[src/logic/cnn_accel_pkg.sv]
package cnn_accel_pkg;

	// ------------------------------
	// Widths and types
	// ------------------------------
	typedef logic [7:0]         pixel_t;    // Unsigned input pixel
	typedef logic signed [7:0]  weight_t;
	typedef logic [7:0]         act_t;      // ReLU byte or signed linear byte
	typedef logic signed [15:0] param_t;    // Scale or bias
	typedef logic signed [21:0] acc_t;      // 2*9 bits plus 4 guard bits
	typedef logic [11:0]        dim_t;
	typedef logic [11:0]        delay_t;
	typedef logic [15:0]        pix_idx_t;  // Linear index into image buffer
	typedef logic [31:0]        ahb_addr_t;
	typedef logic [31:0]        ahb_data_t;
	typedef logic [1:0]         htrans_t;
	typedef logic [2:0]         reg_sel_t;

	localparam int N_CH   = 4;
	localparam int N_TAPS = 9;

	localparam htrans_t TRANS_NONSEQ = 2'b10;
	localparam htrans_t TRANS_SEQ    = 2'b11;
	localparam logic    RESP_OKAY    = 1'b0;

	// Register map, word index in HADDR[4:2]
	localparam reg_sel_t REG_WIDTH_HEIGHT = 3'd0;
	localparam reg_sel_t REG_DELAY_PARAMS = 3'd1;
	localparam reg_sel_t REG_LAYER_CONFIG = 3'd2;
	localparam reg_sel_t REG_INPUT_IMAGE  = 3'd3;  // Pixel index above select bits
	localparam reg_sel_t REG_LAYER_START  = 3'd4;
	localparam reg_sel_t REG_LAYER_DONE   = 3'd5;  // Read only

	typedef enum logic [1:0] {IDLE, VSYNC, HSYNC, DATA} scan_state_t;

	typedef weight_t [0:N_TAPS-1] kernel_t;  // Tap 0 is top-left, row-major

	typedef struct packed {
		logic                 valid;
		pixel_t [0:N_TAPS-1]  taps;
	} window_t;

	typedef struct packed {
		dim_t       width;
		dim_t       height;
		delay_t     startup_dly;
		delay_t     row_dly;
		logic       act_type;    // 0 ReLU, 1 linear
		logic [4:0] bias_shift;
		logic [2:0] act_shift;
	} layer_cfg_t;

	typedef struct packed {
		logic     we;
		pix_idx_t idx;
		pixel_t   data;
	} pix_wr_t;

	// ------------------------------
	// First-layer coefficients
	// ------------------------------
	localparam kernel_t CH_WEIGHTS [N_CH] = '{
		'{-114, -105,  -41,  127,  -93,  -51,  -27,   -1,  113},
		'{  69,  -75,  -47,   19, -128,   95,  -35,  121,    8},
		'{  13,  -12,   -1,  -15,  127,  -16,   -4,  -19,    1},
		'{  69, -121,  -21, -128,   32,   90,   48,   52,  -45}
	};
	localparam param_t CH_SCALE [N_CH] = '{16'sd95, 16'sd103, 16'sd364, 16'sd170};
	localparam param_t CH_BIAS  [N_CH] = '{-16'sd18620, 16'sd8066, 16'sd370, -16'sd506};

endpackage
[src/logic/conv_channel.sv]
`timescale 1ns/10ps
module conv_channel (
	input  logic                      HCLK,
	input  logic                      HRESETn,
	input  cnn_accel_pkg::window_t    window_i,
	input  cnn_accel_pkg::kernel_t    weights_i,
	input  cnn_accel_pkg::param_t     scale_i,
	input  cnn_accel_pkg::param_t     bias_i,
	input  cnn_accel_pkg::layer_cfg_t cfg_i,
	output cnn_accel_pkg::act_t       act_o,
	output logic                      valid_o
);
	typedef logic signed [16:0] prod_t;  // 9-bit signed pixel times weight
	typedef logic signed [47:0] wide_t;  // Scaled sum, room for bias << 31

	prod_t                 prod_q [cnn_accel_pkg::N_TAPS];
	cnn_accel_pkg::acc_t   acc_sum;
	cnn_accel_pkg::acc_t   acc_q;
	wide_t                 scaled_q;
	wide_t                 biased;
	wide_t                 shifted;
	logic [5:0]            shamt;     // bias_shift + act_shift, up to 38
	cnn_accel_pkg::act_t   act_nxt;
	cnn_accel_pkg::act_t   act_q;
	logic [3:0]            vld_q;     // One valid per stage

	// ------------------------------
	// Stage 1, products
	// ------------------------------
	always_ff @(posedge HCLK) begin
		for (int i = 0; i < cnn_accel_pkg::N_TAPS; i++) begin
			prod_q[i] <= $signed({1'b0, window_i.taps[i]}) * $signed(weights_i[i]);
		end
	end

	// Stage 2, adder tree
	always_comb begin
		acc_sum = '0;
		for (int i = 0; i < cnn_accel_pkg::N_TAPS; i++) begin
			acc_sum = acc_sum + cnn_accel_pkg::acc_t'(prod_q[i]);
		end
	end

	always_ff @(posedge HCLK) begin
		acc_q    <= acc_sum;
		scaled_q <= wide_t'(acc_q) * wide_t'(scale_i);  // Stage 3
		act_q    <= act_nxt;                            // Stage 4
	end

	// ------------------------------
	// Stage 4, bias, shift, activation
	// ------------------------------
	assign shamt   = {1'b0, cfg_i.bias_shift} + 6'(cfg_i.act_shift);
	assign biased  = scaled_q + (wide_t'(bias_i) <<< cfg_i.bias_shift);
	assign shifted = biased >>> shamt;

	always_comb begin
		if (cfg_i.act_type) begin  // Linear, signed byte
			if (shifted > 127) act_nxt = 8'h7f;
			else if (shifted < -128) act_nxt = 8'h80;
			else act_nxt = shifted[7:0];
		end else begin             // ReLU, clipped at 255
			if (shifted < 0) act_nxt = 8'h00;
			else if (shifted > 255) act_nxt = 8'hff;
			else act_nxt = shifted[7:0];
		end
	end

	always_ff @(posedge HCLK or negedge HRESETn) begin
		if (!HRESETn) vld_q <= '0;
		else vld_q <= {vld_q[2:0], window_i.valid};
	end

	assign act_o   = act_q;
	assign valid_o = vld_q[3];  // Four cycles after window valid

endmodule

[config.mk]
export PLATFORM = sky130hd
export DESIGN_NAME = conv_channel
export DESIGN_NICKNAME = d
export VERILOG_FILES = /design/src/logic/cnn_accel_pkg.sv /design/src/logic/conv_channel.sv
export SDC_FILE = /design/constraint.sdc
export NUM_CORES = 2
export LEC_CHECK = 0
export BUFFER_PORTS_ARGS = -buffer_cell sky130_fd_sc_hd__buf_2
export CAP_MARGIN = 5
export CORE_UTILIZATION = 43
export CTS_CLUSTER_DIAMETER = 60
export DETAILED_ROUTE_END_ITERATION = 8
export GPL_TIMING_DRIVEN = 0
export SETUP_SLACK_MARGIN = 0.1
export SLEW_MARGIN = 20
export SYNTH_ARGS = -nofsm -noshare
export SYNTH_HDL_FRONTEND = slang
export SYNTH_SLANG_ARGS = --single-unit
[constraint.sdc]
create_clock -name HCLK -period 18 [get_ports HCLK]
set_clock_uncertainty 0.2 [all_clocks]
set_input_delay 1.8 -clock HCLK [delete_from_list [all_inputs] [get_ports HCLK]]
set_output_delay 1.8 -clock HCLK [all_outputs]
set_load 0.01 [all_outputs]
==> results by group <==
STA
  – Setup Viol. Count Final: 0
  – Final setup TNS: 0 ns
  – Slew @ Worst Pin: between 1 and 1.5 ns
  – Max-slew violations: 0
  – Hold Vio Cnt, Final: 0
  – Fin crit period: between 9 and 10 ns
  – RSZ-0062 raised after global routing: false
  – Max-slew headroom: around a quarter
  – Max Freq: 0.103 GHz
  – Crit share post-route: a little over half

Global routing
  – Largest net degree at the start of global routing: 13
  – Initial antenna violation count: 4
  – GRT overflow: 0
  – Total track usage: 25.7%
  – Number of global-route vias before repair: between 40000 and 50000
  – First-pass GRT wire length: 231 mm

Route
  – Number of remaining DRC errors: 0
  – Total number of vias: slightly below 40000
  – Routed wire length: roughly 140 mm
  – Vias per inst: 5.39
  – Routed WL per cell: between 15 and 20 µm
  – DRT Pass-1 Iters: 7
  – Starting DRC count in detailed routing: approximately 3000
  – DRT antenna net count: 0

Synthesis
  – Number of flops mapped to enable cells by yosys: 0
  – Mapped Avg Cell Area: a little under 9 µm²
  – Register area share after synthesis: under 10%
  – Count leader, synth: inv_1
  – Mapped Area: approximately 49000 µm²
  – Top cells by count, synth: inv_1 (1031), fa_1 (803), nand2_1 (592)
  – Synth top area share: around a third
  – Yosys warnings: 0
  – Post-synth ARST share: 1.78%
  – Top cells by area, synth: fa_1 (33%), ha_1 (14%), dfxtp_1 (9.1%)
  – Synth Register Bits: 225
  – Synth unique cells: between 100 and 150
  – Mapped Cells: between 5000 and 6000
  – Prevailing post-synth register cell: dfxtp_1
  – Synth area leader: fa_1
  – Post-synthesis net count: ~7100

CTS
  – Post-cts hold buffer count: 0
  – Post-CTS Setup Inserts: 0
  – CTS resizes: 0
  – Clock Path Buffers: 3
  – TritonCTS clock tree: built
  – H-tree lvl count: 2
  – Clk_lat worst skew: ~0.6 ns
  – CTS buffer count: 36
  – Worst-path clk slew: roughly 0.050 ns
  – CTS root buf: clkbuf_16
  – Clock tree sinks: 225

Setup path
  – Setup crit start kind: input pin
  – Setup crit end kind: flip-flop
  – Crit path max-delay cell type: o31ai_1
  – Crit path arrival time: approximately 10 ns
  – Most used cell, CP: o21ai_0
  – Worst Reg-to-Reg Cells: 26
  – Max incr delay on CP: 0.90 ns
  – Critical path fanouts, max: 10
  – Critical path type: input pin to flip-flop
  – CP Data Required Time: between 15 and 20 ns

Status
  – Status: finished clean

Floorplanning
  – # rows: between 100 and 150
  – Die width: 338 µm
  – Die area: roughly 110000 µm²
  – Die height: ~340 µm
  – Core area: between 100000 and 150000 µm²
  – Starting Density: 43.7%
  – # IOs: ~250

Cells and area
  – FILL cells: roughly 11000
  – Area growth from synthesis to layout: 8.39%
  – Fin nets: 7361
  – Fraction of layout cells with a size suffix above 1: roughly 6.5%

Place
  – PortBufs: 195
  – GP Congestion: 1.00
  – Half-perimeter wire length after placement: roughly 120 mm

Job
  – Max Cap Viol: 0

Worst hold path
  – Hold crit path type: flip-flop to flip-flop
  – Hold-critical path depth: 0
==> per-layer routing <==
metal	GRT usage, %	routed length (µm)
met2	43.1	68000
met3	4.75	11200
met5	0	8
met4	5.57	3080
met1	34.3	62100
==> final timing paths <==
path                            startpoint      endpoint  slack [ns]
worst max-delay path              cfg_i[3]      act_o[0]        8.26
worst min-delay path              vld_q[1]      vld_q[2]        0.15
worst max register to register   acc_q[12]  scaled_q[37]        9.50
worst min register to register    vld_q[1]      vld_q[2]        0.15
max in group asynchronous          HRESETn      vld_q[1]       16.68
min in group asynchronous          HRESETn      vld_q[0]        0.80
==> flip-flops by register name (all words and copies together) (netlist names) <==
signal and cells:
scaled_q 38, prod_q 153, acc_q 22, vld_q 4, act_o 8
==> stage by stage <==
| stage | instance area (µm²) | setup WS [ns] | hold slack [ns] | utilization, % | std cells |
|---|---|---|---|---|---|
| detailed placement | 51400 | 8.30 | 0.138 | 46.2 | 7219 |
| global placement | 51400 | 8.07 | 0.134 | 46.2 | 7219 |
| global route | 52700 | 8.11 | 0.153 | 47.3 | 7285 |
| floorplan | 48600 | 9.64 | 0.131 | - | 5536 |
| finish | 52700 | 8.26 | 0.146 | 47.3 | 7285 |
| CTS | 52700 | 8.89 | 0.148 | 47.3 | 7283 |
==> kinds of logic after synthesis <==
kind of cell / after synthesis / synth area share [%]
adder cells (fa/ha/maj): 1356 / 47.3
AO/OA/AOI/OAI: 883 / 12.1
AND/OR/NAND/NOR: 1589 / 16.4
buffers and inverters: 1202 / 9.41
XOR/XNOR: 189 / 3.41
multiplexers: 92 / 2.08
flip-flops: 225 / 9.31
==> area by class of cell <==
class / instances / area, µm² / area share, %
well taps: 1488 / 1860 / 3.54
inverters: 1033 / 3880 / 7.36
repair buffers: 195 / 976 / 1.85
clock buffers: 43 / 977 / 1.86
clock inverters: 21 / 248 / 0.470
multi-input cells: 4109 / 39500 / 75.0
flip-flops and latches: 225 / 4520 / 8.59
plain buffers: 169 / 697 / 1.32
diodes: 2 / 5.00 / 0.00950
==> layout by cell type (no fill, tap or decap), types with 12 or more instances in the layout <==
cell type / netlist / routed
mux2i_1: 67 / 67
o21ai_1: 19 / 19
or3_1: 12 / 12
xor2_1: 71 / 71
a211oi_1: 28 / 28
and3_1: 19 / 19
o31ai_1: 14 / 14
a31oi_1: 23 / 23
a21boi_0: 14 / 14
o211ai_1: 42 / 42
buf_1: 20 / 20
nand4_1: 36 / 36
clkbuf_16: 0 / 36
o21ai_0: 171 / 171
nor2_1: 208 / 208
nand3_1: 41 / 41
a21oi_1: 254 / 254
dfxtp_1: 221 / 221
o21bai_1: 43 / 43
nand2b_1: 84 / 84
fa_1: 803 / 803
clkbuf_1: 120 / 122
and2_1: 451 / 451
o21a_1: 21 / 21
ha_1: 553 / 553
nor4_1: 18 / 18
nand2_1: 592 / 592
nor3_1: 57 / 57
a211o_1: 15 / 15
o22ai_1: 25 / 25
inv_1: 1031 / 1031
xnor2_1: 118 / 117
mux2_2: 20 / 20
nor2b_1: 21 / 21
a21o_1: 56 / 56
buf_2: 17 / 212
==> worst max-delay path: cells and delay by family <==
kind	cells	cell delay [ns]
multiplexers	1	0.35
adder cells (fa/ha/maj)	1	0.28
AND/OR/NAND/NOR	8	1.22
AO/OA/AOI/OAI	12	5.22
XOR/XNOR	1	0.18
buffers and inverters	4	0.96
Power is not shown: default switching activity piles up to over one toggle a cycle in this logic, so the estimate is an artifact.
