**src/logic/cnn_accel_pkg.sv**
```systemverilog
package cnn_accel_pkg;

	// ------------------------------
	// Widths and types
	// ------------------------------
	typedef logic [7:0]         pixel_t;    // Unsigned input pixel
	typedef logic signed [7:0]  weight_t;
	typedef logic [7:0]         act_t;      // ReLU byte or signed linear byte
	typedef logic signed [15:0] param_t;    // Scale or bias
	typedef logic signed [21:0] acc_t;      // 2*9 bits plus 4 guard bits
	typedef logic [11:0]        dim_t;
	typedef logic [11:0]        delay_t;
	typedef logic [15:0]        pix_idx_t;  // Linear index into image buffer
	typedef logic [31:0]        ahb_addr_t;
	typedef logic [31:0]        ahb_data_t;
	typedef logic [1:0]         htrans_t;
	typedef logic [2:0]         reg_sel_t;

	localparam int N_CH   = 4;
	localparam int N_TAPS = 9;

	localparam htrans_t TRANS_NONSEQ = 2'b10;
	localparam htrans_t TRANS_SEQ    = 2'b11;
	localparam logic    RESP_OKAY    = 1'b0;

	// Register map, word index in HADDR[4:2]
	localparam reg_sel_t REG_WIDTH_HEIGHT = 3'd0;
	localparam reg_sel_t REG_DELAY_PARAMS = 3'd1;
	localparam reg_sel_t REG_LAYER_CONFIG = 3'd2;
	localparam reg_sel_t REG_INPUT_IMAGE  = 3'd3;  // Pixel index above select bits
	localparam reg_sel_t REG_LAYER_START  = 3'd4;
	localparam reg_sel_t REG_LAYER_DONE   = 3'd5;  // Read only

	typedef enum logic [1:0] {IDLE, VSYNC, HSYNC, DATA} scan_state_t;

	typedef weight_t [0:N_TAPS-1] kernel_t;  // Tap 0 is top-left, row-major

	typedef struct packed {
		logic                 valid;
		pixel_t [0:N_TAPS-1]  taps;
	} window_t;

	typedef struct packed {
		dim_t       width;
		dim_t       height;
		delay_t     startup_dly;
		delay_t     row_dly;
		logic       act_type;    // 0 ReLU, 1 linear
		logic [4:0] bias_shift;
		logic [2:0] act_shift;
	} layer_cfg_t;

	typedef struct packed {
		logic     we;
		pix_idx_t idx;
		pixel_t   data;
	} pix_wr_t;

	// ------------------------------
	// First-layer coefficients
	// ------------------------------
	localparam kernel_t CH_WEIGHTS [N_CH] = '{
		'{-114, -105,  -41,  127,  -93,  -51,  -27,   -1,  113},
		'{  69,  -75,  -47,   19, -128,   95,  -35,  121,    8},
		'{  13,  -12,   -1,  -15,  127,  -16,   -4,  -19,    1},
		'{  69, -121,  -21, -128,   32,   90,   48,   52,  -45}
	};
	localparam param_t CH_SCALE [N_CH] = '{16'sd95, 16'sd103, 16'sd364, 16'sd170};
	localparam param_t CH_BIAS  [N_CH] = '{-16'sd18620, 16'sd8066, 16'sd370, -16'sd506};

endpackage
```
**src/logic/frame_scan_ctrl.sv**
```systemverilog
`timescale 1ns/10ps
module frame_scan_ctrl (
	input  logic                      HCLK,
	input  logic                      HRESETn,
	input  logic                      start_i,
	input  cnn_accel_pkg::layer_cfg_t cfg_i,
	output logic                      data_run_o,
	output cnn_accel_pkg::dim_t       row_o,
	output cnn_accel_pkg::dim_t       col_o,
	output logic                      frame_done_o
);
	localparam int DRAIN_CYC = 5;  // Window register plus four channel stages

	cnn_accel_pkg::scan_state_t state_q;
	cnn_accel_pkg::delay_t      dly_cnt_q;
	cnn_accel_pkg::delay_t      dly_tgt;
	cnn_accel_pkg::dim_t        row_q;
	cnn_accel_pkg::dim_t        col_q;
	logic                       wait_over;
	logic                       last_col;
	logic                       last_row;
	logic                       last_pix;
	logic [DRAIN_CYC-1:0]       drain_q;  // Last pixel travelling down the pipeline

	assign dly_tgt   = (state_q == cnn_accel_pkg::VSYNC) ? cfg_i.startup_dly : cfg_i.row_dly;
	assign wait_over = ({1'b0, dly_cnt_q} + 13'd1) >= {1'b0, dly_tgt};  // Zero delay still 1 cycle
	assign last_col  = (col_q == cfg_i.width - 1'b1);
	assign last_row  = (row_q == cfg_i.height - 1'b1);
	assign last_pix  = (state_q == cnn_accel_pkg::DATA) && last_col && last_row;

	// ------------------------------
	// Scan FSM
	// ------------------------------
	always_ff @(posedge HCLK or negedge HRESETn) begin
		if (!HRESETn) begin
			state_q   <= cnn_accel_pkg::IDLE;
			dly_cnt_q <= '0;
			row_q     <= '0;
			col_q     <= '0;
		end else begin
			case (state_q)
				cnn_accel_pkg::IDLE: begin
					if (start_i && (drain_q == '0)) begin  // Busy until outputs drained
						state_q   <= cnn_accel_pkg::VSYNC;
						dly_cnt_q <= '0;
						row_q     <= '0;
						col_q     <= '0;
					end
				end
				cnn_accel_pkg::VSYNC: begin
					dly_cnt_q <= wait_over ? '0 : dly_cnt_q + 1'b1;
					if (wait_over) state_q <= cnn_accel_pkg::HSYNC;
				end
				cnn_accel_pkg::HSYNC: begin
					dly_cnt_q <= wait_over ? '0 : dly_cnt_q + 1'b1;
					if (wait_over) state_q <= cnn_accel_pkg::DATA;
				end
				cnn_accel_pkg::DATA: begin
					if (last_col) begin
						col_q <= '0;
						if (last_row) begin
							state_q <= cnn_accel_pkg::IDLE;
						end else begin
							row_q   <= row_q + 1'b1;
							state_q <= cnn_accel_pkg::HSYNC;  // Row delay before next row
						end
					end else begin
						col_q <= col_q + 1'b1;
					end
				end
				default: state_q <= cnn_accel_pkg::IDLE;
			endcase
		end
	end

	// Frame end reported once the last window has left the channels
	always_ff @(posedge HCLK or negedge HRESETn) begin
		if (!HRESETn) drain_q <= '0;
		else drain_q <= {drain_q[DRAIN_CYC-2:0], last_pix};
	end

	assign data_run_o   = (state_q == cnn_accel_pkg::DATA);
	assign row_o        = row_q;
	assign col_o        = col_q;
	assign frame_done_o = drain_q[DRAIN_CYC-1];

endmodule

```
**config.mk**
```make
export PLATFORM = sky130hd
export DESIGN_NAME = frame_scan_ctrl
export DESIGN_NICKNAME = d
export VERILOG_FILES = /design/src/logic/cnn_accel_pkg.sv /design/src/logic/frame_scan_ctrl.sv
export SDC_FILE = /design/constraint.sdc
export NUM_CORES = 1
export LEC_CHECK = 0
export ABC_AREA = 1
export BUFFER_PORTS_ARGS = -buffer_cell sky130_fd_sc_hd__buf_2
export CAP_MARGIN = 5
export CORE_MARGIN = 2
export CORE_UTILIZATION = 30
export CTS_BUF_LIST = sky130_fd_sc_hd__clkbuf_16
export DETAILED_ROUTE_END_ITERATION = 8
export PLACE_DENSITY = 0.55
export SETUP_SLACK_MARGIN = 0.15
export SLEW_MARGIN = 20
export SYNTH_ARGS = -nofsm -noshare
export SYNTH_HDL_FRONTEND = slang
export SYNTH_SLANG_ARGS = --single-unit
```
**constraint.sdc**
```tcl
create_clock -name HCLK -period 3 [get_ports HCLK]
set_clock_uncertainty 0.15 [all_clocks]
set_input_delay 0 -clock HCLK [delete_from_list [all_inputs] [get_ports HCLK]]
set_output_delay 0 -clock HCLK [all_outputs]
set_load 0.05 [all_outputs]
```
==> results.json <==
{
  "core_sq_mm": 0.0126,
  "power.net_switching_w": 0.00126,
  "synth_seq_area_share": 0.280,
  "drtAntennaViolNets": 0,
  "final_cells": 832,
  "p_clk_frac": 0.199,
  "grt_setup_unrepaired": "true",
  "grt_remaining_overflow": 0,
  "ys.flop_type": "dfrtp_1",
  "drcViolationCount": 0,
  "clock_latency_ps": 280,
  "whs_path_depth": 6,
  "hold_class": "in2reg",
  "clk_pin_slew_worst_paths_ps": 60,
  "slew_headroom": 0.310,
  "finalPower_w": 0.00268,
  "antenna_found_initial": 0,
  "synthDistinctLibCells": 35,
  "dr_total_vias": 3769,
  "worst-r2r-setup-slack_ps": 180,
  "drv_cap": 0,
  "tns_ps": 0,
  "switching_share": 0.472,
  "layout_worst_path_cycle_share": 0.939,
  "die_width_um": 117,
  "critical_path_required_ps": 2980,
  "setup_violations": 0,
  "multi_input_area_sq_mm": 0.00256,
  "p_int_w": 0.00142,
  "worst_pin_slew_ps": 1030,
  "peakVddDrop_v": 0.000349,
  "dpl.cell_count": 808,
  "cts_tree": "yes",
  "cts_buffers": 5,
  "netlist.top_cell.by_area": "dfrtp_1",
  "seq_power_share": 0.270,
  "io_buffers": 76,
  "r2r_end": "dly_cnt_q[8]$_DFFE_PN0P_",
  "vias_per_cell": 4.53,
  "netlist_instances": 567,
  "post_drt_wl_per_cell_um": 11.5,
  "max_freq_mhz": 355,
  "hpwl_um": 7310,
  "syn_area_sq_mm": 0.00384,
  "powerDensity_mw_per_mm2": 555,
  "row_count": 41,
  "grt_start_max_net_pins": 44,
  "crit_path_start_kind": "flip-flop",
  "ios": 86,
  "layout_min_cycle_time_ps": 2820,
  "drt_iter0_markers": 169,
  "critPathArrivalTime_ps": 2790,
  "worstSetupEndpointType": "flip-flop",
  "crit_fanout": 8,
  "layout.nets": 740,
  "hp-start": "cfg_i[33]",
  "fillers": 1318,
  "ys_seq_elements": 43,
  "clock_path_buffers": 2,
  "outcome": "completed",
  "dr.pass1.iters": 5,
  "combPwrFrac": 0.531,
  "seq_area_sq_mm": 0.00108,
  "hold_viol": 0,
  "die-area_sq_mm": 0.0137,
  "clock-sinks": 43,
  "syn_to_final_growth_pct": 25.8,
  "initial_core_util": 0.306,
  "grt_pass1_vias": 3511,
  "synth_edf_count": 0,
  "antennaDiodeCount": 0,
  "ctsHtreeMaxLevel": 2,
  "grt.total_usage": 0.141,
  "min_to": "drain_q[0]$_DFF_PN0_",
  "ys.warnings.count": 0,
  "synth_area_per_cell_sq_um": 6.77,
  "gp_congestion": 0.856,
  "synth_top_area_frac": 0.280,
  "p_leak_nw": 2.48,
  "syn_nets": 648,
  "root_buffer": "clkbuf_16",
  "drive_above_1_share": 0.261,
  "netlist_top_cells_area": "dfrtp_1, nand2_1, inv_1",
  "slew_viol_final": 0,
  "ys_async_sr_fraction": 1.00,
  "die_h_um": 117,
  "r2r_start": "dly_cnt_q[2]$_DFFE_PN0P_",
  "grt_pass1_wl_um": 15600,
  "drt_wl_total_um": 9530,
  "path_class": "reg2reg",
  "reg2reg_depth": 16
}
[stage by stage]
stage	area (sq um)	hold slack (ps)	setup WS (ps)	utilization
3_5_place_dp	4400	81.1	30.9	0.350
6_report	4830	78.8	184	0.384
5_1_grt	4830	123	2.03	0.384
3_3_place_gp	4400	69.6	48.8	0.350
4_1_cts	4660	86.2	162	0.370
2_1_floorplan	3840	-446	183	-
[power by group through the flow]
stage | registers (W) | clock network (W) | logic [W]
after global placement | 0.000726 | 0 | 0.00124
after detailed placement | 0.000729 | 0 | 0.00126
after global routing | 0.000734 | 0.000569 | 0.00160
final | 0.000723 | 0.000534 | 0.00142
after floorplan | 0.000775 | 0 | 0.000917
after CTS | 0.000720 | 0.000550 | 0.00129
[worst max-delay path by stage]
stage / from / to / slack (ps)
2_1_floorplan: dly_cnt_q[2]$_DFFE_PN0P_ / dly_cnt_q[10]$_DFFE_PN0P_ / 180
3_3_place_gp: dly_cnt_q[0]$_DFFE_PN0P_ / state_q[1]$_DFFE_PN0P_ / 50
3_5_place_dp: dly_cnt_q[0]$_DFFE_PN0P_ / state_q[1]$_DFFE_PN0P_ / 30
4_1_cts: dly_cnt_q[0]$_DFFE_PN0P_ / state_q[1]$_DFFE_PN0P_ / 160
5_1_grt: dly_cnt_q[1]$_DFFE_PN0P_ / dly_cnt_q[6]$_DFFE_PN0P_ / 2
6_report: dly_cnt_q[2]$_DFFE_PN0P_ / dly_cnt_q[8]$_DFFE_PN0P_ / 180
[synth_stat cells (10+ instances only)]
library cell / number
nor2_1: 59
nor3_1: 14
dfrtp_1: 43
nor2_2: 10
mux2i_1: 11
nand4_1: 10
ha_1: 21
o21ai_0: 16
nand3_1: 49
xor2_1: 27
nand2_1: 158
inv_1: 78
[cell usage in the layout, fill, tap and decap left out, types with 10 or more instances in the layout]
| cell | instances |
|---|---|
| nand2_2 | 15 |
| buf_4 | 18 |
| nor3_1 | 12 |
| buf_2 | 75 |
| dfrtp_1 | 43 |
| nor2_2 | 12 |
| nor2_1 | 55 |
| inv_1 | 72 |
| xor2_1 | 26 |
| nand3_1 | 46 |
| mux2i_1 | 10 |
| o21ai_0 | 10 |
| nand4_1 | 10 |
| ha_1 | 17 |
| nand2_1 | 151 |
[state kept, by name, summed over array words and instances, names as in the netlist]
signal,count
col_o,12
row_o,12
drain_q,5
state_q,2
dly_cnt_q,12
[worst max-delay path, stage by stage (launching register included)]
cell	delay, ps
dfrtp_1	420
inv_2	80
nor3_4	190
nand4_1	150
nor2_1	130
nand2_1	100
buf_4	140
nor2_1	110
xor2_1	210
inv_1	80
ha_1	280
nand2_1	70
nor2_4	100
nand2_2	70
nand4_1	140
buf_6	170
o22ai_1	70
[kinds of logic after synthesis]
family,Yosys count,synth area share
simple gates,327,0.387
buf+inv,91,0.0942
flops,43,0.280
compound gates,38,0.0590
xor+xnor,36,0.0821
fa+ha+maj,21,0.0684
mux,11,0.0287
[metal layers]
metal | vias up | global-route usage | part of all wire
met5 | - | 0 | 0
met4 | 0 | 0.0267 | 0.0065
met3 | 6 | 0.0227 | 0.039
met2 | 78 | 0.252 | 0.48
met1 | 1699 | 0.182 | 0.47
li1 | 1986 | - | -
[layout make-up]
| type | instances | share of cell area |
|---|---|---|
| Sequential cell | 43 | 0.223 |
| Clock buffer | 5 | 0.0259 |
| Inverter | 81 | 0.0630 |
| Multi-Input combinational cell | 433 | 0.530 |
| Clock inverter | 3 | 0.00415 |
| Tap cell | 172 | 0.0446 |
| Timing Repair Buffer | 95 | 0.110 |
[repair_timing]
action                                 4_1_cts  5_1_grt
hold buffers                                 1        0
pin swaps                                    3       15
resized for setup                            6       39
endpoints found under the hold margin       43        0
setup buffers                               10        5
setup endpoints to repair                   14       14
Power figures use the tool's default switching activity.
