[src/logic/cnn_accel_pkg.sv]
package cnn_accel_pkg;

	// ------------------------------
	// Widths and types
	// ------------------------------
	typedef logic [7:0]         pixel_t;    // Unsigned input pixel
	typedef logic signed [7:0]  weight_t;
	typedef logic [7:0]         act_t;      // ReLU byte or signed linear byte
	typedef logic signed [15:0] param_t;    // Scale or bias
	typedef logic signed [21:0] acc_t;      // 2*9 bits plus 4 guard bits
	typedef logic [11:0]        dim_t;
	typedef logic [11:0]        delay_t;
	typedef logic [15:0]        pix_idx_t;  // Linear index into image buffer
	typedef logic [31:0]        ahb_addr_t;
	typedef logic [31:0]        ahb_data_t;
	typedef logic [1:0]         htrans_t;
	typedef logic [2:0]         reg_sel_t;

	localparam int N_CH   = 4;
	localparam int N_TAPS = 9;

	localparam htrans_t TRANS_NONSEQ = 2'b10;
	localparam htrans_t TRANS_SEQ    = 2'b11;
	localparam logic    RESP_OKAY    = 1'b0;

	// Register map, word index in HADDR[4:2]
	localparam reg_sel_t REG_WIDTH_HEIGHT = 3'd0;
	localparam reg_sel_t REG_DELAY_PARAMS = 3'd1;
	localparam reg_sel_t REG_LAYER_CONFIG = 3'd2;
	localparam reg_sel_t REG_INPUT_IMAGE  = 3'd3;  // Pixel index above select bits
	localparam reg_sel_t REG_LAYER_START  = 3'd4;
	localparam reg_sel_t REG_LAYER_DONE   = 3'd5;  // Read only

	typedef enum logic [1:0] {IDLE, VSYNC, HSYNC, DATA} scan_state_t;

	typedef weight_t [0:N_TAPS-1] kernel_t;  // Tap 0 is top-left, row-major

	typedef struct packed {
		logic                 valid;
		pixel_t [0:N_TAPS-1]  taps;
	} window_t;

	typedef struct packed {
		dim_t       width;
		dim_t       height;
		delay_t     startup_dly;
		delay_t     row_dly;
		logic       act_type;    // 0 ReLU, 1 linear
		logic [4:0] bias_shift;
		logic [2:0] act_shift;
	} layer_cfg_t;

	typedef struct packed {
		logic     we;
		pix_idx_t idx;
		pixel_t   data;
	} pix_wr_t;

	// ------------------------------
	// First-layer coefficients
	// ------------------------------
	localparam kernel_t CH_WEIGHTS [N_CH] = '{
		'{-114, -105,  -41,  127,  -93,  -51,  -27,   -1,  113},
		'{  69,  -75,  -47,   19, -128,   95,  -35,  121,    8},
		'{  13,  -12,   -1,  -15,  127,  -16,   -4,  -19,    1},
		'{  69, -121,  -21, -128,   32,   90,   48,   52,  -45}
	};
	localparam param_t CH_SCALE [N_CH] = '{16'sd95, 16'sd103, 16'sd364, 16'sd170};
	localparam param_t CH_BIAS  [N_CH] = '{-16'sd18620, 16'sd8066, 16'sd370, -16'sd506};

endpackage
[src/logic/ahb_cfg_regs.sv]
`timescale 1ns/10ps
module ahb_cfg_regs #(
	parameter int IMG_WIDTH  = 4,
	parameter int IMG_HEIGHT = 4
) (
	input  logic                      HCLK,
	input  logic                      HRESETn,
	input  logic                      hsel_i,
	input  logic                      hready_i,
	input  cnn_accel_pkg::htrans_t    htrans_i,
	input  logic                      hwrite_i,
	input  cnn_accel_pkg::ahb_addr_t  haddr_i,
	input  cnn_accel_pkg::ahb_data_t  hwdata_i,
	output logic                      hready_o,
	output logic                      hresp_o,
	output cnn_accel_pkg::ahb_data_t  hrdata_o,
	input  logic                      frame_done_i,
	output cnn_accel_pkg::layer_cfg_t cfg_o,
	output cnn_accel_pkg::pix_wr_t    pix_wr_o,
	output logic                      start_o
);
	localparam int SEL_LSB = 2;  // Word addressed
	localparam int SEL_MSB = SEL_LSB + $bits(cnn_accel_pkg::reg_sel_t) - 1;
	localparam int PIX_LSB = SEL_MSB + 1;
	localparam int PIX_MSB = PIX_LSB + $bits(cnn_accel_pkg::pix_idx_t) - 1;

	cnn_accel_pkg::reg_sel_t   sel_q;      // Registered in address phase
	logic                      wr_q;
	cnn_accel_pkg::pix_idx_t   pix_idx_q;
	cnn_accel_pkg::layer_cfg_t cfg_q;
	logic                      start_q;
	logic                      done_q;
	logic                      xfer;

	assign xfer = hsel_i && hready_i &&
		((htrans_i == cnn_accel_pkg::TRANS_NONSEQ) || (htrans_i == cnn_accel_pkg::TRANS_SEQ));

	// ------------------------------
	// Address phase
	// ------------------------------
	always_ff @(posedge HCLK or negedge HRESETn) begin
		if (!HRESETn) begin
			sel_q <= '0;
			wr_q  <= 1'b0;
		end else if (xfer) begin
			sel_q <= haddr_i[SEL_MSB:SEL_LSB];
			wr_q  <= hwrite_i;
		end else begin
			wr_q  <= 1'b0;  // IDLE/BUSY or not selected
		end
	end

	always_ff @(posedge HCLK) begin
		if (xfer) pix_idx_q <= haddr_i[PIX_MSB:PIX_LSB];
	end

	// ------------------------------
	// Data phase writes
	// ------------------------------
	always_ff @(posedge HCLK or negedge HRESETn) begin
		if (!HRESETn) begin
			cfg_q.width       <= cnn_accel_pkg::dim_t'(IMG_WIDTH);
			cfg_q.height      <= cnn_accel_pkg::dim_t'(IMG_HEIGHT);
			cfg_q.startup_dly <= 12'd200;
			cfg_q.row_dly     <= 12'd160;
			cfg_q.act_type    <= 1'b0;   // ReLU
			cfg_q.bias_shift  <= 5'd9;
			cfg_q.act_shift   <= 3'd7;
			start_q           <= 1'b0;
		end else begin
			start_q <= 1'b0;  // One-cycle strobe
			if (wr_q) begin
				case (sel_q)
					cnn_accel_pkg::REG_WIDTH_HEIGHT: begin
						cfg_q.width  <= hwdata_i[11:0];
						cfg_q.height <= hwdata_i[27:16];
					end
					cnn_accel_pkg::REG_DELAY_PARAMS: begin
						cfg_q.startup_dly <= hwdata_i[11:0];
						cfg_q.row_dly     <= hwdata_i[23:12];
					end
					cnn_accel_pkg::REG_LAYER_CONFIG: begin
						cfg_q.act_type   <= hwdata_i[3];
						cfg_q.bias_shift <= hwdata_i[12:8];
						cfg_q.act_shift  <= hwdata_i[15:13];
					end
					cnn_accel_pkg::REG_LAYER_START: start_q <= hwdata_i[0];
					default: ;
				endcase
			end
		end
	end

	// Done flag, frame end wins over a start in the same cycle
	always_ff @(posedge HCLK or negedge HRESETn) begin
		if (!HRESETn) done_q <= 1'b0;
		else if (frame_done_i) done_q <= 1'b1;
		else if (start_q) done_q <= 1'b0;
	end

	// Pixel store lands in the buffer at the end of the data phase
	assign pix_wr_o = '{
		we:   wr_q && (sel_q == cnn_accel_pkg::REG_INPUT_IMAGE),
		idx:  pix_idx_q,
		data: hwdata_i[7:0]
	};
	assign cfg_o    = cfg_q;
	assign start_o  = start_q;
	assign hready_o = 1'b1;  // Zero wait states
	assign hresp_o  = cnn_accel_pkg::RESP_OKAY;

	// ------------------------------
	// Read-back mux
	// ------------------------------
	always_comb begin
		case (sel_q)
			cnn_accel_pkg::REG_WIDTH_HEIGHT:
				hrdata_o = {4'b0, cfg_q.height, 4'b0, cfg_q.width};
			cnn_accel_pkg::REG_DELAY_PARAMS:
				hrdata_o = {8'b0, cfg_q.row_dly, cfg_q.startup_dly};
			cnn_accel_pkg::REG_LAYER_CONFIG:
				hrdata_o = {16'b0, cfg_q.act_shift, cfg_q.bias_shift, 4'b0, cfg_q.act_type, 3'b0};
			cnn_accel_pkg::REG_LAYER_DONE:
				hrdata_o = {31'b0, done_q};
			default: hrdata_o = '0;
		endcase
	end

endmodule

[config.mk]
export PLATFORM = sky130hd
export DESIGN_NAME = ahb_cfg_regs
export DESIGN_NICKNAME = d
export VERILOG_FILES = /design/src/logic/cnn_accel_pkg.sv /design/src/logic/ahb_cfg_regs.sv
export SDC_FILE = /design/constraint.sdc
export NUM_CORES = 1
export LEC_CHECK = 0
export BUFFER_PORTS_ARGS = -buffer_cell sky130_fd_sc_hd__buf_2
export CELL_PAD_IN_SITES_DETAIL_PLACEMENT = 1
export CELL_PAD_IN_SITES_GLOBAL_PLACEMENT = 2
export CORE_ASPECT_RATIO = 2
export CORE_MARGIN = 2
export CORE_UTILIZATION = 30
export CTS_CLUSTER_DIAMETER = 60
export DETAILED_ROUTE_END_ITERATION = 10
export PLACE_DENSITY_LB_ADDON = 0.05
export SYNTH_ARGS = -nofsm -noshare
export SYNTH_HDL_FRONTEND = slang
export SYNTH_SLANG_ARGS = --single-unit
[constraint.sdc]
create_clock -name HCLK -period 2.86 [get_ports HCLK]
set_input_delay 0 -clock HCLK [delete_from_list [all_inputs] [get_ports HCLK]]
set_output_delay 0 -clock HCLK [all_outputs]
set_load 0.01 [all_outputs]
==> results.md <==
- Status: completed
- Most frequent cells after synthesis: 51 x dfrtp_1, 40 x mux2_2, 20 x mux2_4, 19 x nor2_1, 18 x buf_4
- Setup WS post-layout: 0.771 ns
- Worst vdd ir: 0.383 mV
- Antenna cells: 0
- Sequential area share after synthesis: 0.575
- Library cells used by synthesis: 32
- RSZ-0062 raised after global routing: false
- Synth area leader: dfrtp_1
- TritonCTS Buffers: 9
- Critical path startpoint: sel_q[0]$_DFFE_PN0P_
- Die ar.: 13000 µm²
- Flops & latches, synth: 79
- Fin util: 0.452
- Most numerous cell in the Yosys netlist: dfrtp_1
- Tmin final: 2.09 ns
- Max Cap Viol: 0
- Post-Syn Instances: 252
- DRT Wirelength: 10300 µm
- Post-place setup slack: 0.733 ns
- Skew final: 0.0104 ns
- Data arrival time of the critical path: 2.30 ns
- WL/cell: 16.9 µm
- Final setup violation count: 0
- Reg clk slew, reported paths: 0.05 ns
- Die Height: 159 µm
- Die X: 81.5 µm
- CP Launch Type: register
- Critical Path RT: 3.08 ns
- Number of enable flip-flop cells after synthesis: 16
- PortBufs: 164
- Area contributors post-synth: dfrtp_1 35%, edfxtp_1 13%, mux2_2 12%
- CTS tree: done
- FMAX: 0.479 GHz
- Crit path to: cfg_o[32]$_DFFE_PN0P_
- Global-route wire length before repair: 16400 µm
- Share of layout cells above drive strength 1: 0.569
- Setup bufs post-CTS: 0
- RR Endpoint: cfg_o[32]$_DFFE_PN0P_
- R2R setup slack: 0.77 ns
- Clock buffer depth: 2
- H-Tree Depth: 3
- Clk_lat worst skew: 0.34 ns
- Post-Layout Cell Count: 607
- Pwr dens: 783 nW/µm²
- Routed vias: 2745
- Post-Syn Area per Cell: 14.3 µm²
- Worst r2r src: sel_q[0]$_DFFE_PN0P_
- Slew Viols, Final: 0
- Area grow syn2layout: 46.7%
- Cell Rows: 56
- # IOs: 189
- Synth Warn #: 0
- Worst Setup Path Type: reg2reg
- Final setup TNS: 0 ns
- First-pass DRT Iterations: 4
- Layout Nets: 529
- Worst setup EP type: register
- Gr usage total: 0.168
- Slew margin rel.: 0.588
- Gr ovfl total: 0
- Residual DRC count: 0
- Starting density of the core: 0.308
- Worst hold path class: in2reg
- DP Wirelength: 7410 µm
- Crit share post-route: 0.731
- Antenna viol nets, final: 0
- Initial antenna violation count: 0
- Synth top area share: 0.354
- Async set-reset flop share out of synthesis: 0.797
- Number of clock sinks: 79
- Leak: 2.61 nW
- Fin. Hold Viols: 0
- Slew @ Worst Pin: 0.617 ns
- Vias/cell: 4.52
- Dpl cells: 541
- Root buf cell: clkbuf_16
- Pin count of the biggest net entering global routing: 28
- Main synth FF type: dfrtp_1
- Core area: 11700 µm²
- CP max FO: 24
- Via count of the first global-routing pass: 3069
- R2R depth: 3
- Gpl congestion: 0.709
- Mapped Area: 3600 µm²
- Iteration-0 DRC Markers: 59
## kinds of logic (layout without fill, tap and decap cells)
logic type,after synthesis,in the layout,synth area share
multiplexers,75,75,0.250
AO/OA/AOI/OAI,17,17,0.0347
buffers and inverters,33,239,0.0632
flip-flops,79,79,0.575
other,2,6,0.00208
AND/OR/NAND/NOR,46,46,0.0753
## power breakdown
part	switching [W]	internal (W)	total [W]
combinational	0.000548	0.000628	0.00118
clock	0.000441	0.000841	0.00128
sequential	0.000233	0.00145	0.00168
total	0.00122	0.00292	0.00414
## worst max-delay path, cell delays in order, from the launching register on
cell and delay [ns]:
dfrtp_2 0.70, nor2b_4 0.31, and3_4 0.56, mux2_2 0.39
## layout by cell type (no fill, tap or decap), types with 10 or more instances in the layout
cell type	instances
edfxtp_1	16
mux2i_1	15
nor2_1	19
dfrtp_1	50
mux2_4	20
buf_2	164
dfstp_2	12
mux2_2	40
a211oi_1	11
dlygate4sd3_1	50
clkbuf_16	10
## what timing repair did
item / in CTS / in global routing
hold endpoints to repair: 99 / 0
resized for setup: 0 / 0
hold buffers: 50 / 0
## stage by stage
step / hold slack [ns] / total power, W / cell area [µm²]
after floorplan: -0.296 / 0.00233 / 3620
after global placement: 0.0183 / 0.00282 / 4450
after detailed placement: 0.0247 / 0.00286 / 4450
after CTS: 0.106 / 0.00422 / 5290
after global routing: 0.144 / 0.00439 / 5290
final: 0.121 / 0.00414 / 5290
## sequential cells by signal, summed over array words and instances, names as in the netlist
| signal | count |
|---|---|
| wr_q | 1 |
| sel_q | 3 |
| done_q | 1 |
| pix_idx_q | 16 |
| start_o | 1 |
| cfg_o | 57 |
## how the worst min path moves through the flow
| stage | from | slack (ns) | to | cells after the start |
|---|---|---|---|---|
| 2_1_floorplan | HRESETn | -0.30 | cfg_o[10]$_DFFE_PN0P_ | 0 |
| 3_3_place_gp | HRESETn | 0.02 | cfg_o[18]$_DFFE_PN0P_ | 1 |
| 3_5_place_dp | HRESETn | 0.02 | cfg_o[38]$_DFFE_PN0P_ | 1 |
| 4_1_cts | hready_i | 0.11 | sel_q[2]$_DFFE_PN0P_ | 3 |
| 5_1_grt | hready_i | 0.14 | sel_q[2]$_DFFE_PN0P_ | 3 |
| 6_report | hready_i | 0.12 | sel_q[2]$_DFFE_PN0P_ | 3 |
## metal layers
layer  track usage  vias to the layer above  wire (µm)
met2         0.306                      105       5740
met1         0.182                     1357       3840
met5             0                        -          0
met4        0.0555                        0        152
met3        0.0448                        9        546
li1              -                     1274          -
## cell type report
cell class,count,area [µm²]
flip-flops and latches,79,2070
clock inverters,3,65.1
multi-input cells,144,1320
clock buffers,13,272
repair buffers,220,1370
inverters,3,11.3
fillers,1271,6410
well taps,145,181
Note: power is estimated with default switching activity, not from simulation.
